File: config.mk
export PLATFORM = sky130hd
export DESIGN_NAME = arith_unit
export DESIGN_NICKNAME = d
export VERILOG_FILES = /design/src/hdl/arith_pkg.sv /design/src/hdl/mult_pipe.sv /design/src/hdl/div_core.sv /design/src/hdl/signed_div.sv /design/src/hdl/arith_unit.sv
export VERILOG_INCLUDE_DIRS = /design/src /design/src/hdl
export SDC_FILE = /design/constraint.sdc
export NUM_CORES = 2
export LEC_CHECK = 0
export BUFFER_PORTS_ARGS = -buffer_cell sky130_fd_sc_hd__buf_2
export CORE_MARGIN = 3
export CORE_UTILIZATION = 50
export CTS_CLUSTER_SIZE = 40
export DETAILED_ROUTE_END_ITERATION = 10
export PLACE_DENSITY_LB_ADDON = 0.25
export SYNTH_ARGS = -nofsm -noshare
export SYNTH_HDL_FRONTEND = slang
export SYNTH_SLANG_ARGS = --single-unit
File: constraint.sdc
create_clock -name clk -period 9.8 [get_ports clk]
set_clock_uncertainty 0.15 [all_clocks]
set_input_delay 1.96 -clock clk [delete_from_list [all_inputs] [get_ports clk]]
set_output_delay 1.96 -clock clk [all_outputs]
set_load 0.01 [all_outputs]
File: src/hdl/arith_settings.svh
// Word width must be 4 or more; multiplier latency is fixed at 2 and a zero divisor is undefined
`ifndef ARITH_SETTINGS_SVH
`define ARITH_SETTINGS_SVH

// Operand and result width in bits
`define ARITH_WIDTH 32

// Cycles from mul_go to mul_done
// The multiplier has exactly two register stages, so this stays at 2
`define ARITH_MULT_LATENCY 2

`endif

File: src/hdl/arith_pkg.sv
// Shared types for the arithmetic unit; widths follow ARITH_WIDTH from the settings header
`include "arith_settings.svh"

package arith_pkg;

  // One operand or result word, always unsigned
  typedef logic [`ARITH_WIDTH-1:0] word_t;

  // Operand word read either as unsigned or as two's complement
  typedef union packed {
    logic        [`ARITH_WIDTH-1:0] u;
    logic signed [`ARITH_WIDTH-1:0] s;
  } operand_u;

  // Divider iteration counter, wide enough to hold ARITH_WIDTH itself
  typedef logic [$clog2(`ARITH_WIDTH):0] count_t;

endpackage

File: src/hdl/mult_pipe.sv
// Low word of a*b, same for signed and unsigned; done exactly 2 cycles after go, no back-pressure
`timescale 1ns/10ps
`include "arith_settings.svh"

module mult_pipe (
  input  logic             clk,
  input  logic             reset,
  input  logic             go,
  input  arith_pkg::word_t a,
  input  arith_pkg::word_t b,
  output arith_pkg::word_t product,
  output logic             done
);

  arith_pkg::word_t a_q;
  arith_pkg::word_t b_q;

  // One valid bit per pipeline stage, so back-to-back starts each get a done
  logic [`ARITH_MULT_LATENCY-1:0] valid_sr;

  always_ff @(posedge clk) begin
    if (reset) begin
      valid_sr <= '0;
    end else begin
      valid_sr <= {valid_sr[`ARITH_MULT_LATENCY-2:0], go};
    end
  end

  // Stage 1 captures the operands
  always_ff @(posedge clk) begin
    if (go) begin
      a_q <= a;
      b_q <= b;
    end
  end

  // Stage 2 keeps only the low word of the product
  always_ff @(posedge clk) begin
    if (valid_sr[0]) begin
      product <= a_q * b_q;
    end
  end

  assign done = valid_sr[`ARITH_MULT_LATENCY-1];

  // Nothing in flight may survive reset
  a_no_done_after_reset: assert property (
    @(posedge clk) reset |=> !done
  ) else $error("mult_pipe: done raised in the cycle after reset");

endmodule

File: src/hdl/div_core.sv
// Unsigned divider; one op at a time, done after 1 cycle for a zero dividend else WIDTH+1
`timescale 1ns/10ps
`include "arith_settings.svh"

module div_core (
  input  logic             clk,
  input  logic             reset,
  input  logic             go,
  input  arith_pkg::word_t dividend,
  input  arith_pkg::word_t divisor,
  output arith_pkg::word_t quotient,
  output arith_pkg::word_t remainder,
  output logic             busy,
  output logic             done
);

  arith_pkg::word_t  rem_q;
  arith_pkg::word_t  quo_q;
  arith_pkg::word_t  mask_q;
  arith_pkg::count_t count_q;

  // Divisor aligned under the top dividend bit, shifted right each step
  logic [2*`ARITH_WIDTH-2:0] div_sh;

  logic start;
  logic finished;
  logic step;
  logic fits;

  assign start    = go && !busy;
  assign finished = busy && (mask_q == '0);
  assign step     = busy && !finished;
  assign fits     = div_sh <= {{(`ARITH_WIDTH-1){1'b0}}, rem_q};

  always_ff @(posedge clk) begin
    if (reset) begin
      busy <= 1'b0;
    end else if (start) begin
      // A zero dividend finishes at once and never goes busy
      busy <= dividend != '0;
    end else if (finished) begin
      busy <= 1'b0;
    end
  end

  always_ff @(posedge clk) begin
    if (reset) begin
      done <= 1'b0;
    end else begin
      done <= finished || (start && dividend == '0);
    end
  end

  always_ff @(posedge clk) begin
    if (reset) begin
      mask_q  <= '0;
      count_q <= '0;
    end else if (start) begin
      mask_q  <= {1'b1, {(`ARITH_WIDTH-1){1'b0}}};
      count_q <= '0;
    end else if (step) begin
      mask_q  <= mask_q >> 1;
      count_q <= count_q + 1'b1;
    end
  end

  // Restoring step: subtract where the shifted divisor fits
  always_ff @(posedge clk) begin
    if (start) begin
      rem_q  <= dividend;
      quo_q  <= '0;
      div_sh <= {divisor, {(`ARITH_WIDTH-1){1'b0}}};
    end else if (step) begin
      if (fits) begin
        rem_q <= rem_q - div_sh[`ARITH_WIDTH-1:0];
        quo_q <= quo_q | mask_q;
      end
      div_sh <= div_sh >> 1;
    end
  end

  // Results are cleared on a start and loaded when the mask runs out
  always_ff @(posedge clk) begin
    if (start) begin
      quotient  <= '0;
      remainder <= '0;
    end else if (finished) begin
      quotient  <= quo_q;
      remainder <= rem_q;
    end
  end

  a_done_follows_work: assert property (
    @(posedge clk) disable iff (reset) done |-> $past(busy || start)
  ) else $error("div_core: done without a preceding start or busy cycle");

  a_count_bound: assert property (
    @(posedge clk) disable iff (reset) count_q <= arith_pkg::count_t'(`ARITH_WIDTH)
  ) else $error("div_core: iteration count ran past the word width");

endmodule

File: src/hdl/signed_div.sv
// Signed or unsigned division chosen per start; results valid with done and held until next start
`timescale 1ns/10ps

module signed_div (
  input  logic             clk,
  input  logic             reset,
  input  logic             go,
  input  logic             is_signed,
  input  arith_pkg::word_t a,
  input  arith_pkg::word_t b,
  output arith_pkg::word_t quotient,
  output arith_pkg::word_t remainder,
  output logic             busy,
  output logic             done
);

  arith_pkg::operand_u a_op;
  arith_pkg::operand_u b_op;

  logic a_neg;
  logic b_neg;

  arith_pkg::word_t a_mag;
  arith_pkg::word_t b_mag;
  arith_pkg::word_t core_quo;
  arith_pkg::word_t core_rem;
  arith_pkg::word_t b_mag_q;
  arith_pkg::word_t t1;

  logic mode_q;
  logic a_sign_q;
  logic b_sign_q;
  logic diff_signs;

  assign a_op.u = a;
  assign b_op.u = b;

  // Magnitudes only in signed mode; the most negative value maps to itself unsigned
  assign a_neg = is_signed && (a_op.s < 0);
  assign b_neg = is_signed && (b_op.s < 0);
  assign a_mag = a_neg ? -a_op.u : a_op.u;
  assign b_mag = b_neg ? -b_op.u : b_op.u;

  // Capture on the same condition div_core accepts on
  always_ff @(posedge clk) begin
    if (reset) begin
      mode_q   <= 1'b0;
      a_sign_q <= 1'b0;
      b_sign_q <= 1'b0;
    end else if (go && !busy) begin
      mode_q   <= is_signed;
      a_sign_q <= a_op.s < 0;
      b_sign_q <= b_op.s < 0;
    end
  end

  always_ff @(posedge clk) begin
    if (go && !busy) begin
      b_mag_q <= b_mag;
    end
  end

  div_core core0 (
    .clk      (clk),
    .reset    (reset),
    .go       (go),
    .dividend (a_mag),
    .divisor  (b_mag),
    .quotient (core_quo),
    .remainder(core_rem),
    .busy     (busy),
    .done     (done)
  );

  assign diff_signs = mode_q && (a_sign_q ^ b_sign_q);

  // Quotient truncates toward zero
  assign quotient = diff_signs ? -core_quo : core_quo;

  // Remainder takes the sign of the divisor
  assign t1        = (diff_signs && core_rem != '0) ? b_mag_q - core_rem : core_rem;
  assign remainder = (mode_q && b_sign_q) ? -t1 : t1;

endmodule

File: src/hdl/arith_unit.sv
// Multiplier and divider run independently on shared operands; take results while done is high
`timescale 1ns/10ps

module arith_unit (
  input  logic             clk,
  input  logic             reset,
  input  logic             mul_go,
  input  logic             div_go,
  input  logic             div_signed,
  input  arith_pkg::word_t a,
  input  arith_pkg::word_t b,
  output arith_pkg::word_t product,
  output arith_pkg::word_t quotient,
  output arith_pkg::word_t remainder,
  output logic             mul_done,
  output logic             div_done,
  output logic             div_busy
);

  mult_pipe mult0 (
    .clk    (clk),
    .reset  (reset),
    .go     (mul_go),
    .a      (a),
    .b      (b),
    .product(product),
    .done   (mul_done)
  );

  // A div_go while div_busy is high is dropped inside the divider
  signed_div div0 (
    .clk      (clk),
    .reset    (reset),
    .go       (div_go),
    .is_signed(div_signed),
    .a        (a),
    .b        (b),
    .quotient (quotient),
    .remainder(remainder),
    .busy     (div_busy),
    .done     (div_done)
  );

endmodule

==> flow_summary_export.csv <==
group,metric,value,unit
floorplan,dieArea,0.0737,mm²
logic_synthesis,yosysSeqAreaShare,0.258,
detailed_routing,firstDrtPassIters,5,
clock_tree,post_cts.repair.setup_buffers,0,
clock_tree,cts_htree_levels,2,
floorplan,coreArea,0.0692,mm²
sta,fmax,0.121,GHz
logic_synthesis,synth-edff-count,192,
critical_path,worstSetupPathType,"reg -> reg",
global_route,overflow,0,
detailed_routing,drc,0,
flow_run,cap_violations,0,
logic_synthesis,yosysWarnings,0,
logic_synthesis,netlist_top_cells_count,"nand2_1 (577), inv_1 (542), fa_1 (410)",
global_route,first_global_vias,27500,
logic_synthesis,synth_area_leader_cell,"fa_1",
final_layout,final_nets,4643,
sta,worst-slew-pin-transition,1.18,ns
logic_synthesis,async_flop_share,0,
critical_path,cp_max_fo,24,
clock_tree,clockBufferDepth,3,
sta,finalSetupViolations,0,
sta,fin_crit_sh,0.843,
critical_path,start_kind,"register",
detailed_routing,drt_iter0_drc,2073,
floorplan,io_pins,168,
critical_path,endpoint_kind,"register",
sta,setup-tns-final,0,ns
placed_design,port_buffers,167,
logic_synthesis,synth_top_area_share,0.233,
clock_tree,hold_buffers,0,
global_route,grt_antenna_before_repair,8,
sta,rsz0062_at_grt,"false",
global_route,grt_start_max_net_pins,90,
clock_tree,clk_pin_slew,0.06,ns
clock_tree,cts_sinks,358,
logic_synthesis,synthMostInstantiatedCell,"nand2_1",
floorplan,die_w,272,µm
final_layout,area_delta_synth_final,8.49,%
critical_path,required,9.99,ns
final_layout,final_util,0.553,
clock_tree,cts_resized,0,
logic_synthesis,syn-cell-area,0.0353,mm²
logic_synthesis,synth.area.top_cells,"fa_1 (23%), edfxtp_1 (16%), dfxtp_1 (9.4%), ha_1 (7.8%), nand2_1 (6.1%)",
logic_synthesis,syn_nets,4604,
placed_design,place_congestion,0.915,
global_route,grt_usage,0.264,
logic_synthesis,synth_area_per_cell,9.03,µm²
detailed_routing,ant_nets,0,
global_route,grt_pass1_wl,153000,µm
critical_path,cp.arrival,8.45,ns
logic_synthesis,synth-seq-cells,358,
sta,finalHoldViolCount,0,
outcome,status,"completed",
logic_synthesis,synth.distinct_cells,77,
logic_synthesis,synth_flop_cell,"edfxtp_1",
detailed_routing,wire_per_inst,19.6,µm
clock_tree,cts_tree,"yes",
clock_tree,cts_root_buffer,"clkbuf_16",
placed_design,post-dp-hpwl,74900,µm
detailed_routing,vias,27200,
logic_synthesis,synthCells,3904,
worst_hold_path,holdCritPathClass,"reg -> reg",
floorplan,start_util,0.510,
sta,layout_min_cycle_time,8.26,ns
clock_tree,clk_latency,0.61,ns
detailed_routing,routed_wl,96300,µm
sta,slew-limit-headroom,0.208,
floorplan,die_h,272,µm
sta,maxSlewViolCount,0,
clock_tree,numCtsBuffers,43,
detailed_routing,viasPerCell,5.54,
final_layout,drive_gt1_frac,0.0724,
floorplan,row_count,96,
## path summary, 6_finish.rpt
check | startpoint | to | slack [ns] | depth (start not counted)
max | mult0.a_q[8]$_DFFE_PP_ | mult0.product[30]$_DFFE_PP_ | 1.54 | 26
max reg2reg | mult0.a_q[8]$_DFFE_PP_ | mult0.product[30]$_DFFE_PP_ | 1.54 | 26
min | div0.core0.quo_q[15]$_SDFFE_PP0P_ | div0.core0.quotient[15]$_SDFFE_PP0P_ | 0.30 | 2
min reg2reg | div0.core0.quo_q[15]$_SDFFE_PP0P_ | div0.core0.quotient[15]$_SDFFE_PP0P_ | 0.30 | 2
## critical path: stages (launching register included)
cell,delay [ns]
edfxtp_1,1.06
nand2_1,0.21
fa_1,0.45
inv_1,0.08
fa_1,0.43
fa_1,0.51
inv_1,0.05
fa_1,0.49
inv_1,0.06
fa_1,0.50
inv_1,0.06
fa_1,0.53
inv_1,0.05
fa_1,0.49
fa_1,0.42
ha_1,0.36
and4_1,0.24
a21oi_1,0.13
o21ai_0,0.13
or4_1,0.42
a211oi_1,0.20
nor2_1,0.13
a41o_1,0.32
nor3_1,0.20
o21bai_1,0.11
a21oi_1,0.17
xnor2_1,0.07
## cell usage in the layout (no fill, tap or decap), types with 45 or more instances in the layout
cell      count
nand2_1     576
ha_1        221
xnor2_1     150
and2_1      278
buf_2       167
nor3_1       47
a22o_1       62
nand3_1      58
dfxtp_1     165
a21oi_1     264
fa_1        410
a21o_1       45
o21ai_0     120
xor2_1       98
edfxtp_1    192
inv_1       541
nor2_1      146
## metal layers
| layer | up-vias | global-route usage | routed length (µm) |
|---|---|---|---|
| li1 | 12800 | - | - |
| met1 | 13400 | 0.342 | 39700 |
| met2 | 842 | 0.433 | 45100 |
| met3 | 217 | 0.0510 | 7120 |
| met4 | 4 | 0.109 | 4340 |
| met5 | - | 0 | 19 |
## flip-flops by register name, indices dropped and copies added (netlist names), 2 cells and up
name and count:
div0.core0.mask_q 32, mult0.valid_sr 2, mult0.product 32, mult0.a_q 32, div0.core0.quo_q 32, mult0.b_q 32
div0.core0.div_sh 63, div0.core0.quotient 32, div0.b_mag_q 32, div0.core0.remainder 32, div0.core0.rem_q 32
## metrics by stage
stage               setup WS [ns]  hold WS [ns]  cells  instance area, µm²
global placement             1.70         0.294   4829               36800
global route                 1.08         0.334   4909               38200
floorplan                    2.32         0.282   3904               35300
detailed placement           1.55         0.293   4829               36800
finish                       1.54         0.305   4912               38300
CTS                          1.54         0.307   4908               38200
## cells by family after synthesis
group	count (synthesis)	synth area share
simple gates	1286	0.176
flops	358	0.258
xor+xnor	248	0.0616
fa+ha+maj	631	0.311
compound gates	638	0.114
buf+inv	740	0.0790
mux	3	0.000923
## layout make-up
cell class	count	area, µm²
sequential	358	9090
multi-input combinational	2806	23400
clock inverter	24	292
inverter	542	2040
fill	6329	30900
antenna	4	10.0
timing repair buffer	192	1020
tap	931	1160
clock buffer	55	1190
Power is not shown: default switching activity piles up to over one toggle a cycle in this logic, so the estimate is an artifact.
